<file path="src/design/pifo_cfg.svh">
`ifndef PIFO_CFG_SVH
`define PIFO_CFG_SVH

// number of queue slots
`define PIFO_DEPTH 8

// priority width, lower value ranks first
`define PIFO_PRIO_W 8

// application id width, the pop mask has one bit per id
`define PIFO_APP_W 3

// payload bits above the app id
`define PIFO_PAYLOAD_W 13

// full data word as pushed and popped
`define PIFO_WORD_W (`PIFO_PAYLOAD_W + `PIFO_APP_W)

`endif

</file>
<file path="src/design/pifo_pkg.sv">
`include "pifo_cfg.svh"

package pifo_pkg;

  // one data word, seen whole or split into fields
  typedef union packed {
    logic [`PIFO_WORD_W-1:0] raw;
    struct packed {
      logic [`PIFO_PAYLOAD_W-1:0] payload;
      // low bits select the mask bit on pop
      logic [`PIFO_APP_W-1:0]     app_id;
    } fields;
  } entry_word_u;

  typedef logic [`PIFO_PRIO_W-1:0] prio_t;

  // slot index
  typedef logic [$clog2(`PIFO_DEPTH)-1:0] idx_t;

  // one extra bit so a full queue fits
  typedef logic [$clog2(`PIFO_DEPTH):0] cnt_t;

  // eligibility mask, bit n enables app id n
  typedef logic [(1 << `PIFO_APP_W)-1:0] app_mask_t;

endpackage

</file>
<file path="src/design/pifo_ctrl.sv">
`timescale 1ns/1ns

module pifo_ctrl (
  input  logic clk,
  input  logic rst,
  input  logic push_req,
  input  logic pop_req,
  output logic push_ack,
  output logic pop_ack,
  output logic do_push,
  output logic do_pop
);

  localparam logic [1:0] IDLE         = 2'd0;
  localparam logic [1:0] PUSH_EXEC    = 2'd1;
  localparam logic [1:0] POP_EXEC     = 2'd2;
  localparam logic [1:0] WAIT_RELEASE = 2'd3;

  logic [1:0] state;

  always_ff @(posedge clk) begin
    if (rst) begin
      state    <= IDLE;
      push_ack <= 1'b0;
      pop_ack  <= 1'b0;
    end else begin
      case (state)
        IDLE: begin
          // push wins when both ask in the same cycle
          if (push_req) begin
            state <= PUSH_EXEC;
          end else if (pop_req) begin
            state <= POP_EXEC;
          end
        end
        PUSH_EXEC: begin
          // store updates on this edge, ack goes up with it
          push_ack <= 1'b1;
          state    <= WAIT_RELEASE;
        end
        POP_EXEC: begin
          pop_ack <= 1'b1;
          state   <= WAIT_RELEASE;
        end
        WAIT_RELEASE: begin
          // the raised ack tells which req owns the slot
          if ((push_ack && !push_req) || (pop_ack && !pop_req)) begin
            push_ack <= 1'b0;
            pop_ack  <= 1'b0;
            state    <= IDLE;
          end
        end
        default: begin
          state <= IDLE;
        end
      endcase
    end
  end

  // one-cycle strobes while executing
  assign do_push = (state == PUSH_EXEC);
  assign do_pop  = (state == POP_EXEC);

  // only one command owns the queue at a time
  a_one_ack: assert property (@(posedge clk) disable iff (rst)
    !(push_ack && pop_ack));

endmodule

</file>
<file path="src/design/pifo_occupancy.sv">
`timescale 1ns/1ns
`include "pifo_cfg.svh"

module pifo_occupancy (
  input  logic           clk,
  input  logic           rst,
  input  logic           do_push,
  input  logic           do_pop,
  input  logic           hit,
  output pifo_pkg::cnt_t count,
  output logic           full
);

  import pifo_pkg::*;

  always_ff @(posedge clk) begin
    if (rst) begin
      count <= '0;
    end else if (do_push && !full) begin
      count <= count + cnt_t'(1);
    end else if (do_pop && hit) begin
      // a missed pop leaves the queue alone
      count <= count - cnt_t'(1);
    end
  end

  // a push while full swaps one entry out, count saturates
  assign full = (count == cnt_t'(`PIFO_DEPTH));

  a_count_max: assert property (@(posedge clk) disable iff (rst)
    count <= cnt_t'(`PIFO_DEPTH));

endmodule

</file>
<file path="src/design/pifo_slot_finder.sv">
`timescale 1ns/1ns
`include "pifo_cfg.svh"

module pifo_slot_finder (
  input  pifo_pkg::prio_t       prio_arr [`PIFO_DEPTH],
  input  pifo_pkg::entry_word_u word_arr [`PIFO_DEPTH],
  input  pifo_pkg::cnt_t        count,
  input  pifo_pkg::prio_t       push_prio,
  input  pifo_pkg::app_mask_t   pop_mask,
  output pifo_pkg::idx_t        push_idx,
  output pifo_pkg::idx_t        pop_idx,
  output logic                  push_beyond,
  output logic                  hit
);

  import pifo_pkg::*;

  logic [`PIFO_DEPTH-1:0] push_bmp;
  logic [`PIFO_DEPTH-1:0] pop_bmp;

  // position of the lowest set bit, zero when none
  function automatic idx_t lowest_set(input logic [`PIFO_DEPTH-1:0] bmp);
    idx_t pos;
    pos = '0;
    for (int i = `PIFO_DEPTH - 1; i >= 0; i--) begin
      if (bmp[i]) begin
        pos = idx_t'(i);
      end
    end
    return pos;
  endfunction

  always_comb begin
    for (int i = 0; i < `PIFO_DEPTH; i++) begin
      // strictly larger keeps equal priorities in arrival order
      push_bmp[i] = (cnt_t'(i) >= count) || (prio_arr[i] > push_prio);
      pop_bmp[i]  = (cnt_t'(i) < count) && pop_mask[word_arr[i].fields.app_id];
    end
  end

  assign push_idx    = lowest_set(push_bmp);
  assign pop_idx     = lowest_set(pop_bmp);

  // full queue and nothing worse than the new entry
  assign push_beyond = ~|push_bmp;
  assign hit         = |pop_bmp;

endmodule

</file>
<file path="src/design/pifo_store.sv">
`timescale 1ns/1ns
`include "pifo_cfg.svh"

module pifo_store (
  input  logic                  clk,
  input  logic                  rst,
  input  logic                  do_push,
  input  logic                  do_pop,
  input  logic                  hit,
  input  logic                  full,
  input  logic                  push_beyond,
  input  pifo_pkg::idx_t        push_idx,
  input  pifo_pkg::idx_t        pop_idx,
  input  pifo_pkg::prio_t       push_prio,
  input  pifo_pkg::entry_word_u push_data,
  output pifo_pkg::prio_t       prio_arr [`PIFO_DEPTH],
  output pifo_pkg::entry_word_u word_arr [`PIFO_DEPTH],
  output logic                  pop_hit,
  output pifo_pkg::prio_t       pop_prio,
  output pifo_pkg::entry_word_u pop_data,
  output logic                  drop_vld,
  output pifo_pkg::prio_t       drop_prio,
  output pifo_pkg::entry_word_u drop_data
);

  import pifo_pkg::*;

  // control flags
  always_ff @(posedge clk) begin
    if (rst) begin
      pop_hit  <= 1'b0;
      drop_vld <= 1'b0;
    end else begin
      // drop is a single-cycle pulse
      drop_vld <= do_push && full;
      if (do_pop) begin
        pop_hit <= hit;
      end
    end
  end

  // entry array and result words
  always_ff @(posedge clk) begin
    if (do_push) begin
      if (full && push_beyond) begin
        // new entry ranks last, it goes straight out
        drop_prio <= push_prio;
        drop_data <= push_data;
      end else begin
        if (full) begin
          drop_prio <= prio_arr[`PIFO_DEPTH-1];
          drop_data <= word_arr[`PIFO_DEPTH-1];
        end
        // open a hole at the insert position
        for (int i = 1; i < `PIFO_DEPTH; i++) begin
          if (idx_t'(i) > push_idx) begin
            prio_arr[i] <= prio_arr[i-1];
            word_arr[i] <= word_arr[i-1];
          end
        end
        prio_arr[push_idx] <= push_prio;
        word_arr[push_idx] <= push_data;
      end
    end else if (do_pop && hit) begin
      pop_prio <= prio_arr[pop_idx];
      pop_data <= word_arr[pop_idx];
      // close the gap, the top slot keeps a stale copy past count
      for (int i = 0; i < `PIFO_DEPTH - 1; i++) begin
        if (idx_t'(i) >= pop_idx) begin
          prio_arr[i] <= prio_arr[i+1];
          word_arr[i] <= word_arr[i+1];
        end
      end
    end
  end

  // a drop only follows a push strobe and ranks no better than the last kept slot
  a_drop_after_push: assert property (@(posedge clk) disable iff (rst)
    drop_vld |-> $past(do_push) && (drop_prio >= prio_arr[`PIFO_DEPTH-1]));

endmodule

</file>
<file path="src/design/pifo_top.sv">
`timescale 1ns/1ns
`include "pifo_cfg.svh"

module pifo_top (
  input  logic                  clk,
  input  logic                  rst,
  input  logic                  push_req,
  input  pifo_pkg::prio_t       push_prio,
  input  pifo_pkg::entry_word_u push_data,
  output logic                  push_ack,
  input  logic                  pop_req,
  input  pifo_pkg::app_mask_t   pop_mask,
  output logic                  pop_ack,
  output logic                  pop_hit,
  output pifo_pkg::prio_t       pop_prio,
  output pifo_pkg::entry_word_u pop_data,
  output logic                  drop_vld,
  output pifo_pkg::prio_t       drop_prio,
  output pifo_pkg::entry_word_u drop_data
);

  import pifo_pkg::*;

  logic        do_push;
  logic        do_pop;
  logic        hit;
  logic        full;
  logic        push_beyond;
  idx_t        push_idx;
  idx_t        pop_idx;
  cnt_t        count;
  prio_t       prio_arr [`PIFO_DEPTH];
  entry_word_u word_arr [`PIFO_DEPTH];

  pifo_ctrl u_ctrl (
    .clk      (clk),
    .rst      (rst),
    .push_req (push_req),
    .pop_req  (pop_req),
    .push_ack (push_ack),
    .pop_ack  (pop_ack),
    .do_push  (do_push),
    .do_pop   (do_pop)
  );

  pifo_occupancy u_occupancy (
    .clk     (clk),
    .rst     (rst),
    .do_push (do_push),
    .do_pop  (do_pop),
    .hit     (hit),
    .count   (count),
    .full    (full)
  );

  // sees the request fields directly, they are held until ack
  pifo_slot_finder u_slot_finder (
    .prio_arr    (prio_arr),
    .word_arr    (word_arr),
    .count       (count),
    .push_prio   (push_prio),
    .pop_mask    (pop_mask),
    .push_idx    (push_idx),
    .pop_idx     (pop_idx),
    .push_beyond (push_beyond),
    .hit         (hit)
  );

  pifo_store u_store (
    .clk         (clk),
    .rst         (rst),
    .do_push     (do_push),
    .do_pop      (do_pop),
    .hit         (hit),
    .full        (full),
    .push_beyond (push_beyond),
    .push_idx    (push_idx),
    .pop_idx     (pop_idx),
    .push_prio   (push_prio),
    .push_data   (push_data),
    .prio_arr    (prio_arr),
    .word_arr    (word_arr),
    .pop_hit     (pop_hit),
    .pop_prio    (pop_prio),
    .pop_data    (pop_data),
    .drop_vld    (drop_vld),
    .drop_prio   (drop_prio),
    .drop_data   (drop_data)
  );

endmodule

</file>
<file path="config.mk">
export PLATFORM = sky130hd
export DESIGN_NAME = pifo_top
export DESIGN_NICKNAME = d
export VERILOG_FILES = /design/src/design/pifo_pkg.sv /design/src/design/pifo_ctrl.sv /design/src/design/pifo_occupancy.sv /design/src/design/pifo_slot_finder.sv /design/src/design/pifo_store.sv /design/src/design/pifo_top.sv
export VERILOG_INCLUDE_DIRS = /design/src /design/src/design
export SDC_FILE = /design/constraint.sdc
export NUM_CORES = 1
export LEC_CHECK = 0
export BUFFER_PORTS_ARGS = -buffer_cell sky130_fd_sc_hd__buf_2
export CAP_MARGIN = 25
export CORE_ASPECT_RATIO = 0.7
export CORE_MARGIN = 2
export CORE_UTILIZATION = 40
export DETAILED_ROUTE_END_ITERATION = 10
export PLACE_DENSITY = 0.57
export SLEW_MARGIN = 20
export SYNTH_ARGS = -nofsm -noshare
export SYNTH_HDL_FRONTEND = slang
export SYNTH_SLANG_ARGS = --single-unit
export TNS_END_PERCENT = 100
</file>
<file path="constraint.sdc">
create_clock -name clk -period 5.4 [get_ports clk]
set_input_delay 0 -clock clk [delete_from_list [all_inputs] [get_ports clk]]
set_output_delay 0 -clock clk [all_outputs]
set_load 0.05 [all_outputs]
</file>
* Word level (Yosys, flattened, before mapping)
Index checks and enable logic that the tools add are counted.
Operators by class: add/subtract/negate cells 2, multipliers 0, mux-type cells 119, order comparisons 49, shift operators 0, bitwise logic cells 4, equality and inequality tests 7, reduce and logical (&&, ||, !) cells 57, div/mod/pow operators 0
Operators by type and width (number):
- $mux 16 | 33
- $mux 8 | 33
- $mux 112 | 2
- $bwmux 128 | 1
- $mux 128 | 1
- $mux 56 | 2
- $bwmux 64 | 1
- $gt 8x8->1 | 8
- $mux 64 | 1
- $bmux 16 s3 | 1
- $demux 16 s3 | 1
- $mux 3 | 16
- $lt 3x4->1 const B | 8
- $bmux 1 s3 | 8
- $bmux 8 s3 | 1
- $demux 8 s3 | 1
- $reduce_bool 2->1 | 12
- $reduce_and 3->1 | 7
- $ge 3x4->1 const A | 4
- $lt 3x4->1 const A | 4
- $reduce_or 8->1 | 2
- $logic_and 1x1->1 | 15
- $gt 3x3->1 const A | 4
- $reduce_and 2->1 | 6
- other kinds (30) | 66
Storage, ports and cells: bits in read-only memories 0, output and inout bits 52, memories 0, bits in writable memories 0, logic and storage cells 264, register bits 250, bits in latches 0

* Logic depth before layout (Yosys ltp)
depth in word-level cells 18, depth in mapped cells 14

* By module
Synthesis repeated with hierarchy kept, for this count alone.
Second synthesis, totals: cell total of the unflattened synthesis 1249, area, all modules 15608.7 um2
By module, submodules not included:
- pifo_store | area each 12808.5 um2, instances 1, cells each 932
- pifo_slot_finder | area each 2218.4 um2, instances 1, cells each 259
- pifo_ctrl | area each 295.3 um2, instances 1, cells each 29
- pifo_occupancy | area each 286.5 um2, instances 1, cells each 29

* Worst setup path before layout
OpenSTA, ideal clock, no wires.
path type reg2reg, start register u_occupancy.count[1], end register u_store.prio_arr[24] (netlist name) (enable), arrival 4184 ps, buffers on the path 1, period minus slack after synthesis 4600 ps, path slack 800 ps, cell stages (with the launch flop) 12, cell sequence dfxtp_1 > inv_1 > ha_1 > nor2_1 > nor2_1 > o2bb2a_1 > buf_2 > nand2_1 > nor2_1 > nor2_1 > o21ai_0 > a2bb2oi_1
Between the ends: longest elaborated chain between the ends 13
RTL lines:
- start: declaration | RTL line pifo_occupancy.sv:10 | output pifo_pkg::cnt_t count,
- start signal: assignment | RTL line pifo_occupancy.sv:20 | count <= count + cnt_t'(1);
- start signal: assignment | RTL line pifo_occupancy.sv:23 | count <= count - cnt_t'(1);
- $lt 3x4->1 | RTL line pifo_slot_finder.sv:37 | pop_bmp[i] = (cnt_t'(i) < count) && pop_mask[word_arr[i].fields.app_id];
- $logic_and 1x1->1 | RTL line pifo_slot_finder.sv:37
- $mux 3 (8 in series) | RTL line pifo_slot_finder.sv:26 | if (bmp[i]) begin
- $ge 3x3->1 | RTL line pifo_store.sv:69 | if (idx_t'(i) >= pop_idx) begin
- $reduce_bool 2->1 (no line)
- $reduce_and 3->1 (no line) (*)
- end signal: indexed assignment | RTL line pifo_store.sv:57 | prio_arr[i] <= prio_arr[i-1];
- end signal: indexed assignment | RTL line pifo_store.sv:61 | prio_arr[push_idx] <= push_prio;
- end signal: indexed assignment | RTL line pifo_store.sv:70 | prio_arr[i] <= prio_arr[i+1];
- end: declaration | RTL line pifo_store.sv:16 | output pifo_pkg::prio_t prio_arr [`PIFO_DEPTH],
Every way passes the cells marked *; elsewhere a longest branch is shown, timed or not. A chain may end at the register's enable or synchronous reset.

* Final worst setup path
start register u_store.word_arr[17] (netlist name), end register u_store.pop_prio[1] (data pin)
Between the ends: longest elaborated chain between the ends 14
RTL lines:
- start: declaration | RTL line pifo_store.sv:17 | output pifo_pkg::entry_word_u word_arr [`PIFO_DEPTH],
- start signal: indexed assignment | RTL line pifo_store.sv:58 | word_arr[i] <= word_arr[i-1];
- start signal: indexed assignment | RTL line pifo_store.sv:62 | word_arr[push_idx] <= push_data;
- start signal: indexed assignment | RTL line pifo_store.sv:71 | word_arr[i] <= word_arr[i+1];
- $bmux 1 s3 | RTL line pifo_slot_finder.sv:37
- $mux 1 (implied by the code) | RTL line pifo_slot_finder.sv:37
- $logic_and 1x1->1 | RTL line pifo_slot_finder.sv:37
- $mux 3 (7 in series) | RTL line pifo_slot_finder.sv:26
- $not 3->4 (implied by the code) | RTL line pifo_store.sv:65 | pop_prio <= prio_arr[pop_idx];
- $bmux 8 s3 | RTL line pifo_store.sv:65
- $mux 8 (implied by the code) (2 in series) | RTL line pifo_store.sv:65
- end signal: assignment | RTL line pifo_store.sv:65
- end: declaration | RTL line pifo_store.sv:19 | output pifo_pkg::prio_t pop_prio,
No other way between the ends. The select of a mux whose other input is x is not followed.

==> results.py <==
metrics = {
    "timing": {
        "slew_headroom": 0.244,
        "fin_crit_ps": 4270,
        "finalSetupViolations": 0,
        "slew_violations": 0,
        "finalHoldViolations": 0,
        "fin_crit_sh": 0.791,
        "skew_ps": 23.9,
        "worst_pin_slew_ps": 1130,
        "rsz0062_at_grt": "no",
        "setup-tns-final_ps": 0,
        "fmax_mhz": 234,
    },
    "hold_path": {
        "holdCritPathClass": "in -> reg",
        "min_from": "rst",
    },
    "final_layout": {
        "multi_input_area_um2": 7650,
        "syn_to_final_growth_pct": 15.5,
        "nFillCells": 3459,
        "utilization": 0.467,
        "seq_area_um2": 7410,
        "antennaDiodeCount": 0,
        "fin_nets": 1594,
        "layout-drive-gt1-share": 0.182,
    },
    "cts": {
        "root_buffer": "clkbuf_16",
        "cts_made_buffers": 26,
        "cts_tree": "done",
        "cts_buffer_depth": 3,
        "post_cts_buffers": 0,
        "htreeDepth": 1,
        "clkSinkCount": 250,
        "clkTransAtPathRegs_ps": 70,
        "clk_latency_ps": 570,
    },
    "routing": {
        "avgRoutedWirePerCell_um": 28.1,
        "dr.first_iter.drc_count": 1971,
        "ant_nets": 0,
        "firstDrtPassIters": 5,
        "via_per_inst": 6.42,
        "vias": 12800,
        "wl_um": 56300,
        "drc": 0,
    },
    "yosys": {
        "synth_compound_area_frac": 0.187,
        "synth_area_um2": 15400,
        "synth_top_family_by_area": "compound AO/OA/AOI/OAI gates",
        "muxShareOfSynthArea": 0.0785,
        "yosysMostFrequentCell": "edfxtp_1",
        "synthesis.instances": 1385,
        "avgSynthCellArea_um2": 11.1,
        "synth_flop_cell": "edfxtp_1",
        "synth_warnings": 0,
        "synthTopCellsByArea": "edfxtp_1 (47%), a221o_1 (7.8%), ha_1 (6.0%)",
        "synth_edf_count": 240,
        "synthTopCellsByCount": "edfxtp_1 (240), nand2_1 (171), nor2b_1 (128), a221o_1 (121), ha_1 (74)",
        "synthesis.nets": 1495,
        "synth_seq_cells": 250,
        "synth-seq-area-share": 0.480,
        "synth_top_area_share": 0.467,
        "synth_fa_ha_area_frac": 0.0600,
        "synth_xor_area_frac": 0.00113,
        "synth.distinct_cells": 62,
        "synth_area_leader_cell": "edfxtp_1",
        "async_flop_share": 0,
        "synthSimpleGateAreaFrac": 0.155,
    },
    "grt": {
        "grt_pass1_vias": 12200,
        "grt_pass1_wl_um": 81900,
        "grt_max_degree": 83,
        "antenna_found_initial": 1,
        "grt_use_total": 0.276,
        "gr-total-overflow": 0,
    },
    "die": {
        "die-area_um2": 40200,
        "initial_utilization": 0.404,
        "die_h_um": 168,
        "core_um2": 38200,
        "die_w_um": 239,
        "pin_count": 88,
        "rows": 60,
    },
    "critical_path": {
        "cp-end-kind": "flop",
        "start_kind": "flop",
        "regToRegStartpoint": "u_store.word_arr[17]",
        "cp_max_fo": 13,
        "critical_path_class": "reg -> reg",
        "critPathLaunch": "u_store.word_arr[17]",
        "arrival_ps": 4570,
        "cp.required_ps": 5700,
        "reg2reg_slack_ps": 1130,
    },
    "placement": {
        "port_buffers": 87,
        "place.gp.congestion": 1.03,
        "hpwl_um": 36100,
    },
    "job": {
        "maxCapViolCount": 0,
    },
    "run_status": {
        "status": "completed",
    },
}
## stage by stage
step	hold WS [ps]	worst slack (ps)	std cells	instance area, µm²
2_1_floorplan	163	800	1385	15400
5_1_grt	322	1130	2000	17800
3_3_place_gp	311	1210	1920	16700
6_report	286	1130	2000	17800
3_5_place_dp	318	1280	1922	16700
4_1_cts	262	1270	1998	17800
## final cells by class
cell class,instances,area share
clock inverter,15,0.00674
sequential,250,0.415
multi-input combinational,991,0.429
inverter,52,0.0109
tap,496,0.0348
clock buffer,33,0.0392
timing repair buffer,163,0.0638
## sequential cells by signal, indices dropped and copies added (netlist names)
signal / count
u_store.pop_prio: 8
u_store.word_arr: 128
u_store.prio_arr: 64
u_ctrl.push_ack: 1
u_ctrl.state: 2
u_store.drop_data: 16
u_ctrl.pop_ack: 1
u_store.pop_data: 16
u_store.drop_vld: 1
u_occupancy.count: 4
u_store.drop_prio: 8
u_store.pop_hit: 1
## cell usage in the layout, fill, tap and decap left out, drive strengths merged, types with 4 or more instances in the layout
cell | synthesis | final
a21o | 31 | 31
a21oi | 37 | 37
a221o | 121 | 121
a22o | 25 | 25
a311oi | 4 | 4
a31oi | 7 | 7
a32oi | 23 | 23
and2 | 4 | 4
and3 | 26 | 26
buf | 34 | 135
clkbuf | 58 | 33
clkinv | 1 | 13
dfxtp | 10 | 10
dlygate4sd3 | 0 | 28
edfxtp | 240 | 240
ha | 74 | 74
inv | 51 | 51
mux2 | 48 | 48
mux2i | 31 | 31
mux4 | 16 | 16
nand2 | 171 | 171
nand2b | 5 | 5
nand3 | 49 | 49
nand4 | 17 | 17
nor2 | 56 | 56
nor2b | 128 | 128
nor3 | 10 | 10
nor4 | 5 | 5
o211ai | 10 | 10
o21ai | 15 | 15
o21bai | 4 | 4
o22ai | 6 | 6
o31ai | 4 | 4
o32ai | 26 | 26
or2 | 6 | 6
or3 | 4 | 4
## worst max-delay path, cell delays in order, from the launching register on
cell	delay (ps)
edfxtp_1	480
mux4_2	530
mux2i_1	340
o21bai_1	100
a311oi_1	700
and3_1	1040
buf_4	430
a32oi_1	90
and3_1	290
## final timing paths
kind	to	cells after the start
max	u_store.pop_prio[1]	8
max reg2reg	u_store.pop_prio[1]	8
min reg2reg	u_store.pop_hit	2
min	u_occupancy.count[1]	3
## repair_timing
item                      in CTS  in global routing
hold buffers                  28                  0
hold endpoints to repair     145                  0
gates resized for setup        0                  0
## cells by family after synthesis
family / count (synthesis)
buffers and inverters: 144
and+or+nand+nor: 482
xor gates and xnor gates: 2
AOI/OAI and AO/OA: 338
DFF: 250
adders and majority gates: 74
muxes: 95
## layer usage
metal	track usage	routed length (µm)	vias to the layer above
li1	-	-	5611
met4	0.0758	1540	0
met1	0.422	25800	6340
met2	0.392	23200	787
met3	0.0587	5770	104
met5	0	0	-
Power is left out: the tool's default activity adds up to more than one toggle a clock period on the data nets, which glitch-free logic cannot reach.
